--- config.mk ---
export PLATFORM = sky130hd
export DESIGN_NAME = graphicsCommandProcessor
export DESIGN_NICKNAME = d
export VERILOG_FILES = /design/src/verilog/gpPkg.sv /design/src/verilog/cmdDecode.sv /design/src/verilog/cmdFetch.sv /design/src/verilog/cmdUnpack.sv /design/src/verilog/engineDispatch.sv /design/src/verilog/graphicsCommandProcessor.sv
export VERILOG_INCLUDE_DIRS = /design/src /design/src/include
export SDC_FILE = /design/constraint.sdc
export NUM_CORES = 1
export LEC_CHECK = 0
export ABC_AREA = 0
export BUFFER_PORTS_ARGS = -buffer_cell sky130_fd_sc_hd__buf_2
export CORE_UTILIZATION = 53
export DETAILED_ROUTE_END_ITERATION = 8
export PLACE_DENSITY = 0.84
export SLEW_MARGIN = 30
export SYNTH_ARGS = -nofsm -noshare
export SYNTH_HDL_FRONTEND = slang
export SYNTH_SLANG_ARGS = --single-unit
--- constraint.sdc ---
create_clock -name clk -period 14.4 [get_ports clk]
set_input_delay 0 -clock clk [delete_from_list [all_inputs] [get_ports clk]]
set_output_delay 0 -clock clk [all_outputs]
set_load 0.02 [all_outputs]
--- src/include/gp_consts.svh ---
`ifndef GP_CONSTS_SVH
`define GP_CONSTS_SVH

// opcodes live in the top byte of a command word
`define GP_OP_STOP 8'd0
`define GP_OP_FILL 8'd1
`define GP_OP_LINE 8'd2

// beat slots in the unpack buffer, also the fetch credit pool
`define GP_BEAT_DEPTH 4

// credits each engine grants at reset
`define GP_LE_CREDITS 2
`define GP_FF_CREDITS 2

// dispatch queue entries, decode starts with one credit per entry
`define GP_SLOT_CREDITS 2

`define GP_ADDR_STEP 8

`endif

--- src/verilog/gpPkg.sv ---
package gpPkg;

	// opcode word, colour in the low three bytes
	typedef struct packed {
		logic [7:0]  op;
		logic [23:0] color;
	} fillView_t;

	// point word, x in 25:16 and y in 9:0
	typedef struct packed {
		logic [5:0] padHi;
		logic [9:0] x;
		logic [5:0] padLo;
		logic [9:0] y;
	} pointView_t;

	// one 32-bit list word, read as opcode or as point depending on decode state
	typedef union packed {
		fillView_t  fill;
		pointView_t point;
	} cmdWord_u;

	// frame filler command, 56 bits
	typedef struct packed {
		logic [23:0] color;
		logic [31:0] frame;
	} fillCmd_t;

	// line engine command, 96 bits
	typedef struct packed {
		logic [23:0] color;
		logic [9:0]  x0;
		logic [9:0]  y0;
		logic [9:0]  x1;
		logic [9:0]  y1;
		logic [31:0] frame;
	} lineCmd_t;

endpackage

--- src/verilog/cmdDecode.sv ---
`include "gp_consts.svh"

module cmdDecode (
	input  logic            clk,
	input  logic            rst,
	input  logic            start,
	input  logic [31:0]     frameBase,
	input  logic            wordValid,
	input  gpPkg::cmdWord_u word,
	input  logic            slotCredit,
	output logic            wordTaken,
	output logic            halt,
	output logic            lineValid,
	output gpPkg::lineCmd_t lineCmd,
	output logic            fillValid,
	output gpPkg::fillCmd_t fillCmd
);
	typedef enum logic [1:0] {
		stOpcode,
		stPoint0,
		stPoint1
	} decodeState_t;

	decodeState_t state;
	logic [1:0]   credits; // free dispatch queue entries
	logic [31:0]  frame;
	logic [23:0]  color;   // line colour held across its point words
	logic [9:0]   x0;
	logic [9:0]   y0;
	logic [7:0]   op;
	logic         spend;

	assign op = word.fill.op;
	assign wordTaken = wordValid && (credits != 2'd0);
	assign halt = wordTaken && (state == stOpcode) && (op == `GP_OP_STOP);
	// a credit goes with the word that completes a command
	assign spend = wordTaken &&
		(((state == stOpcode) && (op == `GP_OP_FILL)) || (state == stPoint1));

	always_ff @(posedge clk) begin
		if (rst) begin
			state <= stOpcode;
			fillValid <= 1'b0;
			lineValid <= 1'b0;
			credits <= 2'(`GP_SLOT_CREDITS);
		end else begin
			fillValid <= 1'b0;
			lineValid <= 1'b0;
			credits <= credits + {1'b0, slotCredit} - {1'b0, spend};
			if (wordTaken) begin
				case (state)
					stOpcode: begin
						if (op == `GP_OP_FILL)
							fillValid <= 1'b1;
						else if (op == `GP_OP_LINE)
							state <= stPoint0;
						// stop and unknown opcodes stay here
					end
					stPoint0: state <= stPoint1;
					stPoint1: begin
						state <= stOpcode;
						lineValid <= 1'b1;
					end
					default: state <= stOpcode;
				endcase
			end
		end
	end

	always_ff @(posedge clk) begin
		if (start)
			frame <= frameBase;
		if (wordTaken) begin
			case (state)
				stOpcode: begin
					color <= word.fill.color;
					fillCmd <= '{color: word.fill.color, frame: frame};
				end
				stPoint0: begin
					x0 <= word.point.x;
					y0 <= word.point.y;
				end
				stPoint1: begin
					lineCmd <= '{color: color, x0: x0, y0: y0,
						x1: word.point.x, y1: word.point.y, frame: frame};
				end
				default: ;
			endcase
		end
	end

	oneEngine: assert property (@(posedge clk) disable iff (rst)
		!(lineValid && fillValid))
		else $error("line and fill issued in the same cycle");

endmodule

--- src/verilog/cmdFetch.sv ---
`include "gp_consts.svh"

module cmdFetch (
	input  logic        clk,
	input  logic        rst,
	input  logic        start,
	input  logic [30:0] cmdAddr,
	input  logic        reqFull,
	input  logic        rdValid,
	input  logic        beatCredit,
	input  logic        halt,
	input  logic        done,
	output logic        reqValid,
	output logic [30:0] reqAddr,
	output logic        drained,
	output logic        busy
);
	logic [2:0] credits;     // free beat slots in cmdUnpack
	logic [2:0] outstanding; // beats requested, not yet returned
	logic       haltSeen;
	logic       startIdle;
	logic       reqAccept;
	logic       canIssue;

	assign startIdle = start && !busy; // start while busy is ignored
	assign reqAccept = reqValid && !reqFull;
	// one block needs two beat slots
	assign canIssue = busy && !haltSeen && !halt && !reqValid && (credits >= 3'd2);
	// a pending request still counts as beats to come
	assign drained = (outstanding == 3'd0) && !reqValid;

	always_ff @(posedge clk) begin
		if (rst) begin
			busy <= 1'b0;
			haltSeen <= 1'b0;
		end else if (startIdle) begin
			busy <= 1'b1;
			haltSeen <= 1'b0;
		end else begin
			if (halt)
				haltSeen <= 1'b1;
			// run ends once the list stopped, DRAM is quiet and the queue is empty
			if (busy && haltSeen && drained && done)
				busy <= 1'b0;
		end
	end

	always_ff @(posedge clk) begin
		if (rst) begin
			reqValid <= 1'b0;
		end else if (startIdle || canIssue) begin
			reqValid <= 1'b1;
		end else if (reqAccept || halt) begin
			reqValid <= 1'b0; // a stop withdraws an unaccepted request
		end
	end

	always_ff @(posedge clk) begin
		if (startIdle)
			reqAddr <= cmdAddr;
		else if (reqAccept)
			reqAddr <= reqAddr + 31'(`GP_ADDR_STEP);
	end

	always_ff @(posedge clk) begin
		if (rst || startIdle) begin
			credits <= 3'(`GP_BEAT_DEPTH); // buffer is empty at every start
		end else begin
			credits <= credits + {2'b00, beatCredit} - (reqAccept ? 3'd2 : 3'd0);
		end
	end

	always_ff @(posedge clk) begin
		if (rst)
			outstanding <= 3'd0;
		else
			outstanding <= outstanding + (reqAccept ? 3'd2 : 3'd0) - {2'b00, rdValid};
	end

	creditBound: assert property (@(posedge clk) disable iff (rst)
		credits <= 3'(`GP_BEAT_DEPTH))
		else $error("beat credits above buffer depth");

	noStrayBeat: assert property (@(posedge clk) disable iff (rst)
		rdValid |-> (outstanding != 3'd0))
		else $error("read beat arrived with nothing outstanding");

endmodule

--- src/verilog/cmdUnpack.sv ---
`include "gp_consts.svh"

module cmdUnpack (
	input  logic            clk,
	input  logic            rst,
	input  logic            rdValid,
	input  logic [127:0]    rdData,
	input  logic            wordTaken,
	input  logic            halt,
	input  logic            drained,
	output logic            beatCredit,
	output logic            wordValid,
	output gpPkg::cmdWord_u word
);
	localparam int PtrW = $clog2(`GP_BEAT_DEPTH);

	logic [127:0]    beatMem [`GP_BEAT_DEPTH];
	logic [PtrW-1:0] wrPtr;
	logic [PtrW-1:0] rdPtr;
	logic [PtrW:0]   count;
	logic [1:0]      wordIdx; // word within the head beat
	logic            discard; // set by a stop until DRAM has drained
	logic            storeBeat;
	logic            dropBeat;
	logic            popBeat;

	assign storeBeat = rdValid && !discard && !halt;
	assign dropBeat = rdValid && (discard || halt);
	assign popBeat = wordValid && wordTaken && (wordIdx == 2'd3);

	assign wordValid = (count != '0);
	assign word = beatMem[rdPtr][32*wordIdx +: 32]; // low word first

	always_ff @(posedge clk) begin
		if (storeBeat)
			beatMem[wrPtr] <= rdData;
	end

	always_ff @(posedge clk) begin
		if (rst) begin
			wrPtr <= '0;
			rdPtr <= '0;
			count <= '0;
			wordIdx <= 2'd0;
			discard <= 1'b0;
			beatCredit <= 1'b0;
		end else begin
			// dropped beats still hand their slot back to fetch
			beatCredit <= popBeat || dropBeat;
			if (halt) begin
				rdPtr <= wrPtr; // flush whatever is left
				count <= '0;
				wordIdx <= 2'd0;
				discard <= 1'b1;
			end else begin
				if (storeBeat)
					wrPtr <= wrPtr + 1'b1;
				if (popBeat)
					rdPtr <= rdPtr + 1'b1;
				if (wordValid && wordTaken)
					wordIdx <= wordIdx + 2'd1;
				count <= count + {{PtrW{1'b0}}, storeBeat} - {{PtrW{1'b0}}, popBeat};
				if (drained)
					discard <= 1'b0;
			end
		end
	end

	noOverflow: assert property (@(posedge clk) disable iff (rst)
		storeBeat |-> ((count < `GP_BEAT_DEPTH) || popBeat))
		else $error("beat buffer overflow");

endmodule

--- src/verilog/engineDispatch.sv ---
`include "gp_consts.svh"

module engineDispatch (
	input  logic            clk,
	input  logic            rst,
	input  logic            lineValid,
	input  gpPkg::lineCmd_t lineCmd,
	input  logic            fillValid,
	input  gpPkg::fillCmd_t fillCmd,
	input  logic            leCredit,
	input  logic            ffCredit,
	output logic            slotCredit,
	output logic            done,
	output logic            leValid,
	output gpPkg::lineCmd_t leCmd,
	output logic            ffValid,
	output gpPkg::fillCmd_t ffCmd
);
	import gpPkg::*;

	localparam int PtrW = $clog2(`GP_SLOT_CREDITS);

	lineCmd_t        lineQ [`GP_SLOT_CREDITS];
	fillCmd_t        fillQ [`GP_SLOT_CREDITS];
	logic            isLineQ [`GP_SLOT_CREDITS]; // entry tag
	logic [PtrW-1:0] head;
	logic [PtrW-1:0] tail;
	logic [PtrW:0]   count;
	logic [2:0]      leCreds;
	logic [2:0]      ffCreds;
	logic            enq;
	logic            pop;
	logic            headIsLine;

	assign enq = lineValid || fillValid;
	assign headIsLine = isLineQ[head];

	// only the head may leave, so order holds across both engines
	assign leValid = (count != '0) && headIsLine && (leCreds != 3'd0);
	assign ffValid = (count != '0) && !headIsLine && (ffCreds != 3'd0);
	assign leCmd = lineQ[head];
	assign ffCmd = fillQ[head];
	assign pop = leValid || ffValid;
	assign done = (count == '0);

	always_ff @(posedge clk) begin
		if (enq) begin
			isLineQ[tail] <= lineValid;
			lineQ[tail] <= lineCmd;
			fillQ[tail] <= fillCmd;
		end
	end

	always_ff @(posedge clk) begin
		if (rst) begin
			head <= '0;
			tail <= '0;
			count <= '0;
			slotCredit <= 1'b0;
			leCreds <= 3'(`GP_LE_CREDITS);
			ffCreds <= 3'(`GP_FF_CREDITS);
		end else begin
			slotCredit <= pop; // freed entry goes back to decode
			if (enq)
				tail <= tail + 1'b1;
			if (pop)
				head <= head + 1'b1;
			count <= count + {{PtrW{1'b0}}, enq} - {{PtrW{1'b0}}, pop};
			leCreds <= leCreds + {2'b00, leCredit} - {2'b00, leValid};
			ffCreds <= ffCreds + {2'b00, ffCredit} - {2'b00, ffValid};
		end
	end

	leCreditBound: assert property (@(posedge clk) disable iff (rst)
		leCreds <= 3'(`GP_LE_CREDITS))
		else $error("line engine returned more credits than it granted");

	ffCreditBound: assert property (@(posedge clk) disable iff (rst)
		ffCreds <= 3'(`GP_FF_CREDITS))
		else $error("frame filler returned more credits than it granted");

endmodule

--- src/verilog/graphicsCommandProcessor.sv ---
module graphicsCommandProcessor (
	input  logic            clk,
	input  logic            rst,
	input  logic            start,
	input  logic [30:0]     cmdAddr,
	input  logic [31:0]     frameBase,
	output logic            busy,
	output logic            reqValid,
	output logic [30:0]     reqAddr,
	input  logic            reqFull,
	input  logic            rdValid,
	input  logic [127:0]    rdData,
	output logic            leValid,
	output gpPkg::lineCmd_t leCmd,
	input  logic            leCredit,
	output logic            ffValid,
	output gpPkg::fillCmd_t ffCmd,
	input  logic            ffCredit
);
	import gpPkg::*;

	logic     startIdle; // frame is latched only for an accepted start
	logic     beatCredit;
	logic     drained;
	logic     halt;
	logic     done;
	logic     wordValid;
	logic     wordTaken;
	cmdWord_u word;
	logic     lineValid;
	lineCmd_t lineCmd;
	logic     fillValid;
	fillCmd_t fillCmd;
	logic     slotCredit;

	assign startIdle = start && !busy;

	cmdFetch fetch (
		.clk(clk),
		.rst(rst),
		.start(start),
		.cmdAddr(cmdAddr),
		.reqFull(reqFull),
		.rdValid(rdValid),
		.beatCredit(beatCredit),
		.halt(halt),
		.done(done),
		.reqValid(reqValid),
		.reqAddr(reqAddr),
		.drained(drained),
		.busy(busy)
	);

	cmdUnpack unpack (
		.clk(clk),
		.rst(rst),
		.rdValid(rdValid),
		.rdData(rdData),
		.wordTaken(wordTaken),
		.halt(halt),
		.drained(drained),
		.beatCredit(beatCredit),
		.wordValid(wordValid),
		.word(word)
	);

	cmdDecode decode (
		.clk(clk),
		.rst(rst),
		.start(startIdle),
		.frameBase(frameBase),
		.wordValid(wordValid),
		.word(word),
		.slotCredit(slotCredit),
		.wordTaken(wordTaken),
		.halt(halt),
		.lineValid(lineValid),
		.lineCmd(lineCmd),
		.fillValid(fillValid),
		.fillCmd(fillCmd)
	);

	engineDispatch dispatch (
		.clk(clk),
		.rst(rst),
		.lineValid(lineValid),
		.lineCmd(lineCmd),
		.fillValid(fillValid),
		.fillCmd(fillCmd),
		.leCredit(leCredit),
		.ffCredit(ffCredit),
		.slotCredit(slotCredit),
		.done(done),
		.leValid(leValid),
		.leCmd(leCmd),
		.ffValid(ffValid),
		.ffCmd(ffCmd)
	);

endmodule
# After elaboration in Yosys (flattened, before gate mapping)
# Memory sizes are Yosys's and may differ from the RTL's. A register that Yosys moved wholly into a read port is not among the register bits.
# Cells that the tools add are included.
# word_totals
n_memories	4
reg_bits	272
wordCells	159
out_inout_bits	187
mem_bits_rw	818
in_bits	198
# classes
shift	1
eq_ne	7
n_mux	28
reduce_logical	62
bitwise_logic	3
n_lt_le_gt_ge	1
addsub	20
# mem_list
memory	depth	word_bits	read_ports	rd_clocked_by_memory_dff	write_ports	line	source
unpack.beatMem	4	128	1	1	1	cmdUnpack.sv:17	logic [127:0] beatMem [`GP_BEAT_DEPTH];
dispatch.lineQ	2	96	1	1	1	engineDispatch.sv:23	lineCmd_t lineQ [`GP_SLOT_CREDITS];
dispatch.fillQ	2	56	1	1	1	engineDispatch.sv:24	fillCmd_t fillQ [`GP_SLOT_CREDITS];
dispatch.isLineQ	2	1	1	1	1	engineDispatch.sv:25	logic isLineQ [`GP_SLOT_CREDITS];
# op_table
operator	n
indexed part select 128 x 8 -> 32 bit	1
two-way mux 31 bit	2
adder 31 x 4 -> 31 bit, second input constant	1
logical AND 1 bit	24
two-way mux 1 bit	18
two-way mux 2 bit	7
nonzero test 2 bit	7
adder 3 x 1 -> 3 bit	4
subtractor 3 x 1 -> 3 bit	4
nonzero test 3 bit	3
equality test 8 x 1 -> 1 bit, second input constant	1
equality test 8 x 2 -> 1 bit, second input constant	1
logical NOT 8 bit	1
logical OR 1 bit	8
AND reduction 2 bit	4
logical NOT 1 bit	7
adder 2 x 1 -> 2 bit, second input constant	3
OR reduction 2 bit	3
adder 2 x 1 -> 2 bit	2
equality test 2 bit, second input constant	2
logical NOT 2 bit	2
!= test 2 bit, second input constant	2
case mux 2 bit (2 select lines)	1
subtractor 2 x 1 -> 2 bit	2
9 further kinds	12

# Depth between registers and ports, before layout
# Gate-level depths: netlist (run 1).
# depth
ltp_word	10
depth_mapped	16
mapped_depth_nobuf	13

# By module
# A second synthesis (run 1) with hierarchy kept.
# unflattened
hier_cells	1856
hier_area_um2	40013.4
# by_module_without_submodules
mod	cells_per_inst	n_inst	area_per_inst_um2	seq_area_each_um2
cmdUnpack	848	1	19711.4	15635.0
engineDispatch	541	1	11608.6	9429.0
cmdDecode	241	1	6467.5	6246.0
cmdFetch	225	1	2212.1	1111.1
graphicsCommandProcessor	1	1	13.8	0.0

# Least setup slack after synthesis (run 1)
# OpenSTA, ideal clock, no wires.
# synth_path
path_kind	register to register
startpoint	register unpack.count[1]
endpoint	memory unpack.beatMem[1][0], enable pin
slack_ns	-1.257
t_arrival_ns	14.723
synth_period_minus_slack_ns	15.657
path_stages_with_launch	8
path_cell_list	dfxtp_1 -> o32ai_1 -> nor3_1 -> a21boi_0 -> nand4_1 -> nor3_4 -> buf_6 -> nor4bb_1
# synth_via
elab_chain_cells	8
# synth_lines
element	line	source
from (decl)	cmdUnpack.sv:20	logic [PtrW:0] count;
from (signal assigned)	cmdUnpack.sv:62	count <= count + {{PtrW{1'b0}}, storeBeat} - {{PtrW{1'b0}}, popBeat};
nonzero test 3 bit	cmdUnpack.sv:31	assign wordValid = (count != '0);
logical AND 1 bit	cmdDecode.sv:34	assign wordTaken = wordValid && (credits != 2'd0);
logical AND 1 bit (2 in a row)	cmdDecode.sv:35	assign halt = wordTaken && (state == stOpcode) && (op == `GP_OP_STOP);
logical NOT 1 bit	cmdUnpack.sv:27	assign storeBeat = rdValid && !discard && !halt;
logical AND 1 bit	cmdUnpack.sv:27	
two-way mux 1 bit	cmdUnpack.sv:35	if (storeBeat)
two-way mux 1 bit (not written as such)	cmdUnpack.sv:36	beatMem[wrPtr] <= rdData;
to (decl)	cmdUnpack.sv:17	
# Every way passes these cells.

==> results of run 1 <==
-- final timing paths --
check,cells past startpoint,slack (ns),endpoint
worst max-delay path,10,9.53,unpack.beatMem[0][81]$_DFFE_PP_
worst min-delay path,2,0.07,decode.frame[22]$_DFFE_PP_
worst max register to register,10,9.53,unpack.beatMem[0][81]$_DFFE_PP_
worst min register to register,0,0.41,decode.lineCmd[67]$_DFFE_PP_
-- per-stage QoR --
stage | util [%] | hold WS, ns | cells | instance area [µm²]
finish | 65.6 | 0.0694 | 3519 | 48200
global route | 65.6 | 0.0572 | 3516 | 48200
CTS | 65.5 | 0.0129 | 3504 | 48100
detailed placement | 58.2 | 0.179 | 3108 | 42700
global placement | 58.1 | 0.178 | 3108 | 42700
floorplan | - | 0.0989 | 1806 | 39600
-- cells in the final DEF (no fill, tap or decap), drive strengths merged, types with 4 or more instances in the layout --
cell type / n
edfxtp: 1053
buf: 407
dlygate4sd3: 202
mux2: 153
mux4: 128
clkbuf: 119
nand2: 53
clkinv: 52
nor2: 44
dfxtp: 40
inv: 39
o21ai: 28
xor2: 24
ha: 22
xnor2: 20
nand3: 20
nor3: 17
nor4: 14
diode: 13
bufinv: 11
nand4: 10
a21oi: 9
nor2b: 9
and2: 9
nand2b: 7
and3: 6
clkinvlp: 5
mux2i: 4
-- critical path, stage by stage, from the launching register on --
cell	delay, ns
dfxtp_4	0.63
buf_6	0.69
mux4_1	0.39
nand3_1	0.09
nand3_1	0.19
a311o_1	0.20
nor3_4	0.11
nor3b_2	0.45
and2_4	0.23
buf_6	0.62
buf_4	0.72
-- final cells by class --
| cell class | instances | area, µm² |
|---|---|---|
| well taps | 959 | 1200 |
| clock buffers | 119 | 2640 |
| multi-input cells | 619 | 6860 |
| diodes | 13 | 32.5 |
| flip-flops and latches | 1093 | 32400 |
| inverters | 32 | 123 |
| repair buffers | 609 | 4180 |
| clock inverters | 75 | 719 |
| fillers | 4574 | 25300 |
-- cells by family after synthesis --
group / Yosys count
AO/OA/AOI/OAI: 61
XOR/XNOR: 44
adder cells (fa/ha/maj): 25
buffers and inverters: 94
flip-flops: 1093
multiplexers: 285
AND/OR/NAND/NOR: 204
-- flip-flops by register name (all words and copies together), names as in the netlist, 2 cells and up, named ones only --
register and count:
unpack.rdPtr 2, unpack.wrPtr 2, fetch.credits 3, dispatch.ffCreds 3, dispatch.count 2, fetch.reqAddr 31, dispatch.leCreds 3, decode.frame 32
decode.fillCmd 32, dispatch.isLineQ 2, decode.lineCmd 96, unpack.count 3, decode.state 2, fetch.outstanding 3, decode.credits 2, decode.y0 10
dispatch.fillQ 112, unpack.beatMem 512, decode.x0 10, decode.color 24, unpack.wordIdx 2, dispatch.lineQ 192
-- cells in the mapped netlist (3+ instances only) --
library cell,count
edfxtp_1,1053
mux2_2,152
mux4_2,125
nand2_1,53
nor2_1,44
dfxtp_1,40
clkbuf_1,39
inv_1,32
o21ai_0,27
xor2_1,24
ha_1,22
xnor2_1,20
nand3_1,19
buf_2,17
nor3_1,16
nor4_1,14
nand4_1,10
a21oi_1,9
and2_1,9
nor2b_1,9
nand2b_1,7
and3_1,6
mux2i_1,4
a211o_1,3
buf_1,3
buf_6,3
fa_1,3
mux4_1,3
or2_2,3
or4_1,3
-- report_power, final --
| group | internal (mW) | leakage (nW) | switching, mW |
|---|---|---|---|
| clock | 1.52 | 1.65 | 1.16 |
| combinational | 0.419 | 4.64 | 0.617 |
| sequential | 3.82 | 9.97 | 0.134 |
| total | 5.76 | 16.3 | 1.91 |
-- per-layer routing --
| layer | track usage, % | routed length, µm | vias up | share of wire [%] |
|---|---|---|---|---|
| met5 | 0 | 46 | - | 0.054 |
| met4 | 8.94 | 3050 | 8 | 3.6 |
| met3 | 5.21 | 6540 | 197 | 7.6 |
| met2 | 37.8 | 43600 | 980 | 51 |
| met1 | 28.0 | 32500 | 10100 | 38 |
| li1 | - | - | 8613 | - |
==> summary.md, run 1 <==
| Metric | Value |
|---|---|
| Status | `completed` |
| Antenna-violating nets left | `0` |
| Final wirelength | `between 80 and 90 mm` |
| Max Fclk | `approximately 210 MHz` |
| YS warnings | `0` |
| Clock sink count | `around 1.1k` |
| Setup TNS | `0 ns` |
| Total GRT Usage | `between 20% and 30%` |
| PwrDens | `approximately 160 nW/µm²` |
| Dominant synthesized flop cell | `edfxtp_1` |
| CTS tree | `yes` |
| EDFF count, synth | `about 1.1k` |
| Syn Area/Cell | `~22 µm²` |
| Crit path setup slack, layout | `9.53 ns` |
| Unrepaired setup endpoints after global routing | `false` |
| Final Cycle Share | `between 30% and 40%` |
| Worst-skew pair later-pin latency | `roughly 0.67 ns` |
| Post-Synth Adder-Cell Area | `0.846%` |
| Mapped cell area | `between 30000 and 40000 µm²` |
| Setup Fix Bufs, Post-CTS | `0` |
| Maximum VDD drop | `between 100 and 150 µV` |
| Synth area leaders | `edfxtp_1, mux4_2, mux2_2` |
| First-pass DRT Iterations | `7` |
| # H-tree levels | `3` |
| Initial core utilization | `~54%` |
| Area Growth Syn to Fin | `21.6%` |
| Post-synth cell types | `between 50 and 60` |
| Syn Inst Count | `about 1.8k` |
| CP Data Required Time | `14.69 ns` |
| Fraction of registers with async set/reset | `0%` |
| Clk_skew | `between 0.02 and 0.03 ns` |
| Hold Path Class | `input port to flop` |
| Startpoint types | `flop` |
| Post-synth net total | `~2.0k` |
| Post-layout nets | `about 2.7k` |
| Routability Congestion | `0.847` |
| Via count | `19.9k` |
| Iteration-0 DRC Markers | `~2.0k` |
| CTS Root Buffer Type | `clkbuf_16` |
| Hold-fix buffers at CTS | `around 200` |
| Pin count of the biggest net entering global routing | `87` |
| Final setup fails | `0` |
| Critical Setup Path Class | `flop to flop` |
| Synth Area in Simple Gates | `roughly 2.6%` |
| Seq cells post-synth | `1093` |
| Xor and xnor area share after synthesis | `less than 1%` |
| Post_cts resized | `0` |
| Max-slew violation count | `0` |
| Via density | `between 5 and 6` |
| Area leader, netlist | `edfxtp_1` |
| Port-buffer cells | `around 380` |
| Power consumption | `between 7 and 8 mW` |
| Die H | `between 200 and 300 µm` |
| IO Pins | `a little under 400` |
| Post-synthesis compound-gate area fraction | `1.00%` |
| Clk pin slew, worst setup/hold paths | `approximately 0.060 ns` |
| Vias in the first global route | `roughly 20k` |
| Core ar. | `approximately 73000 µm²` |
| Routed len/inst | `about 24 µm` |
| Seq/Total Area, Yosys | `approximately 82%` |
| Element type at the critical path end | `flop` |
| Max-slew headroom | `35.3%` |
| Crit-path max FO | `81` |
| Site row count | `99` |
| Largest family of logic cells by synthesized area | `multiplexers` |
| Hold Startpoint | `frameBase[22]` |
| Global-route wire length before repair | `125 mm` |
| Hpwl dp | `~49 mm` |
| Die Wd | `275 µm` |
| CTS buffer count | `just over 100` |
| Yosys top cell area share | `79.8%` |
| Critical Path AT | `a little over 5 ns` |
| DRC viols | `0` |
| Lkg Pwr | `between 15 and 20 nW` |
| Worst-Margin Slew | `a little under 1 ns` |
| Share of layout cells above drive strength 1 | `approximately a third` |
| Final Critical Period | `4.87 ns` |
| Die ar. | `approximately 76000 µm²` |
| Clock Tree Buf Depth | `3` |
| Maxcap violations | `0` |
| Final hold vios | `0` |
| Gr ovfl total | `0` |
| Initial antenna violation count | `18` |
| DP Worst Slack | `approximately 9.4 ns` |
| Mux cell area share after synthesis | `a little under an eighth` |
Note: power is estimated with default switching activity, not from simulation.
==> run 2, diff against run 1 <==
clock period = 4 ns   (was 14.4 ns; I/O delays follow)
==> run 2 against run 1 <==
Count of clock-buffer cells in the layout grew 7. Via count grew 0.68%. Critical path depth is the same. Sequential cell count is the same. Register-to-register slack lost 8.9 ns. Setup slack lost 8.9 ns. Hold slack lost 0.014 ns. Routed wire length grew 2.2%. Sequential power grew to 3.6 times the previous value. Sequential share of layout area shrank 0.052 points. Final cell count grew 0.11%. Maximum frequency grew 46%. Largest cell class unchanged. Highest routed layer unchanged.
==> summary.md, run 2 (synthesis results as in run 1) <==
| Metric | Value |
|---|---|
| Lkg Pwr | `16.2 nW` |
| # H-tree levels | `3` |
| Slowest-stage cell, CP | `dfxtp_2` |
| Die Wd | `roughly 280 µm` |
| Top reg by flops | `unpack.beatMem` |
| Initial antenna violation count | `10` |
| Clk pin slew, worst setup/hold paths | `roughly 0.060 ns` |
| Final hold vios | `0` |
| Port-buffer cells | `~380` |
| Most frequent CP cell | `buf_4` |
| Max Fclk | `between 200 and 300 MHz` |
| DRC viols | `0` |
| Crit-path max cell delay | `around 0.5 ns` |
| Hpwl dp | `a little over 50 mm` |
| Crit path cell chain | `buf_4 -> nand3_1 -> or3_1 -> o2111a_1 -> nand4_1 -> nor3_4 -> buf_4 -> nor4bb_4 -> buf_12 -> buf_4` |
| Site row count | `99` |
| Element type at the critical path end | `flop` |
| Clk_skew | `0.0285 ns` |
| Hold_ws | `between 0.05 and 0.06 ns` |
| DP Worst Slack | `0.768 ns` |
| Total GRT Usage | `between 20 and 25%` |
| Share of layout cells above drive strength 1 | `roughly 34%` |
| Die ar. | `approximately 76000 µm²` |
| Most frequent cells in the layout | `edfxtp_1, buf_2, dlygate4sd3_1, mux2_2, mux4_2` |
| Routed len/inst | `roughly 25 µm` |
| Unrepaired setup endpoints after global routing | `false` |
| IO Pins | `385` |
| CP Data Required Time | `between 4 and 5 ns` |
| CTS tree | `yes` |
| Sequential power share | `52.3%` |
| Worst path bufs/invs | `4` |
| Startpoint types | `flop` |
| Register-to-register setup slack | `0.66 ns` |
| Iteration-0 DRC Markers | `~2.1k` |
| Clock Tree Buf Depth | `3` |
| Switching Fraction | `24.9%` |
| Core ar. | `between 70000 and 80000 µm²` |
| Die H | `275 µm` |
| Setup Fix Bufs, Post-CTS | `0` |
| Via count | `between 20k and 25k` |
| CTS buffer count | `slightly above 100` |
| Comb power frac | `14.0%` |
| Final setup fails | `0` |
| First-pass DRT Iterations | `6` |
| Status | `completed` |
| Top delay family on crit path | `buffers and inverters` |
| Clock sink count | `approximately 1.1k` |
| Global-route wire length before repair | `between 100 and 150 mm` |
| Via density | `5.69` |
| Pin count of the biggest net entering global routing | `153` |
| Worst-skew pair later-pin latency | `approximately 0.66 ns` |
| Max FFs per register | `just over 500` |
| Clock power share | `~34%` |
| Biggest regs | `unpack.beatMem: 512 flops, dispatch.lineQ: 192 flops, dispatch.fillQ: 112 flops` |
| Routability Congestion | `0.870` |
| Crit-path max FO | `45` |
| Max-slew headroom | `between 30% and 40%` |
| Maximum VDD drop | `~430 µV` |
| Post-route cell area | `between 40000 and 50000 µm²` |
| Placed cell area | `approximately 43000 µm²` |
| Post-layout nets | `2692` |
| Final wirelength | `between 80 and 90 mm` |
| Crit path setup slack, layout | `between 0.6 and 0.7 ns` |
| Post_cts resized | `0` |
| Commonest non-fill, non-tap cell in the layout | `edfxtp_1` |
| Hold Path Class | `input port to flop` |
| Worst-Margin Slew | `about 1.0 ns` |
| Initial core utilization | `a little over half` |
| Critical Setup Path Class | `flop to flop` |
| Gr ovfl total | `0` |
| Area Growth Syn to Fin | `21.7%` |
| Antenna-violating nets left | `0` |
| Critical Path AT | `about 3.7 ns` |
| CTS Root Buffer Type | `clkbuf_16` |
| Cell Int Power | `20.4 mW` |
| P_sw | `6.79 mW` |
| Max-slew violation count | `0` |
| Final Critical Period | `about 3.3 ns` |
| Final Cycle Share | `between 80% and 90%` |
| Vias in the first global route | `~21k` |
| Maxcap violations | `0` |
| PwrDens | `between 500 and 600 nW/µm²` |
-- run 2: worst paths after layout --
check                           cells after the start                           start                               to
worst max-delay path                               10  unpack.wordIdx[0]$_SDFFE_PP0P_  unpack.beatMem[1][12]$_DFFE_PP_
worst min-delay path                                2                    frameBase[6]        decode.frame[6]$_DFFE_PP_
worst max register to register                     10  unpack.wordIdx[0]$_SDFFE_PP0P_  unpack.beatMem[1][12]$_DFFE_PP_
worst min register to register                      0          decode.x0[4]$_DFFE_PP_     decode.lineCmd[66]$_DFFE_PP_
-- run 2: through the flow --
step                setup TNS, ns  utilization [%]  power, mW  instances
floorplan                 -282.87                -       16.6       1806
global placement                0             58.6       17.8       3123
detailed placement              0             58.6       18.0       3123
CTS                             0             65.6       27.3       3514
global route                    0             65.6       28.1       3519
finish                          0             65.6       27.2       3523
-- run 2: layout make-up --
| type | count | area (µm²) |
|---|---|---|
| clock buffers | 126 | 2690 |
| multi-input cells | 619 | 6880 |
| repair buffers | 620 | 4380 |
| flip-flops and latches | 1093 | 32400 |
| clock inverters | 65 | 488 |
| diodes | 9 | 22.5 |
| inverters | 32 | 123 |
| fillers | 4508 | 25200 |
| well taps | 959 | 1200 |
-- run 2: power by group through the flow --
stage	Clock, mW	Combinational (mW)	Sequential (mW)
3_5_place_dp	0	3.60	14.5
2_1_floorplan	0	2.34	14.3
4_1_cts	9.30	3.82	14.2
6_report	9.18	3.81	14.2
5_1_grt	9.75	4.05	14.3
3_3_place_gp	0	3.48	14.4
-- run 2: per-layer routing --
layer	vias up	part of all wire, %	routed length, µm	GRT usage, %
met2	1035	51	45000	39.4
met3	205	7.5	6590	4.87
met4	10	3.3	2930	8.87
met1	10200	38	33000	28.8
li1	8626	-	-	-
met5	-	0.069	60	0
-- run 2: timing repair --
action,4_1_cts,5_1_grt
hold endpoints to repair,608,0
hold buffers,200,0
setup endpoints to repair,0,0
-- run 2: worst reg2reg max path, stage by stage (launching register included) --
cell	delay [ns]
dfxtp_2	0.50
buf_4	0.32
nand3_1	0.17
or3_1	0.40
o2111a_1	0.14
nand4_1	0.18
nor3_4	0.07
buf_4	0.18
nor4bb_4	0.34
buf_12	0.34
buf_4	0.39
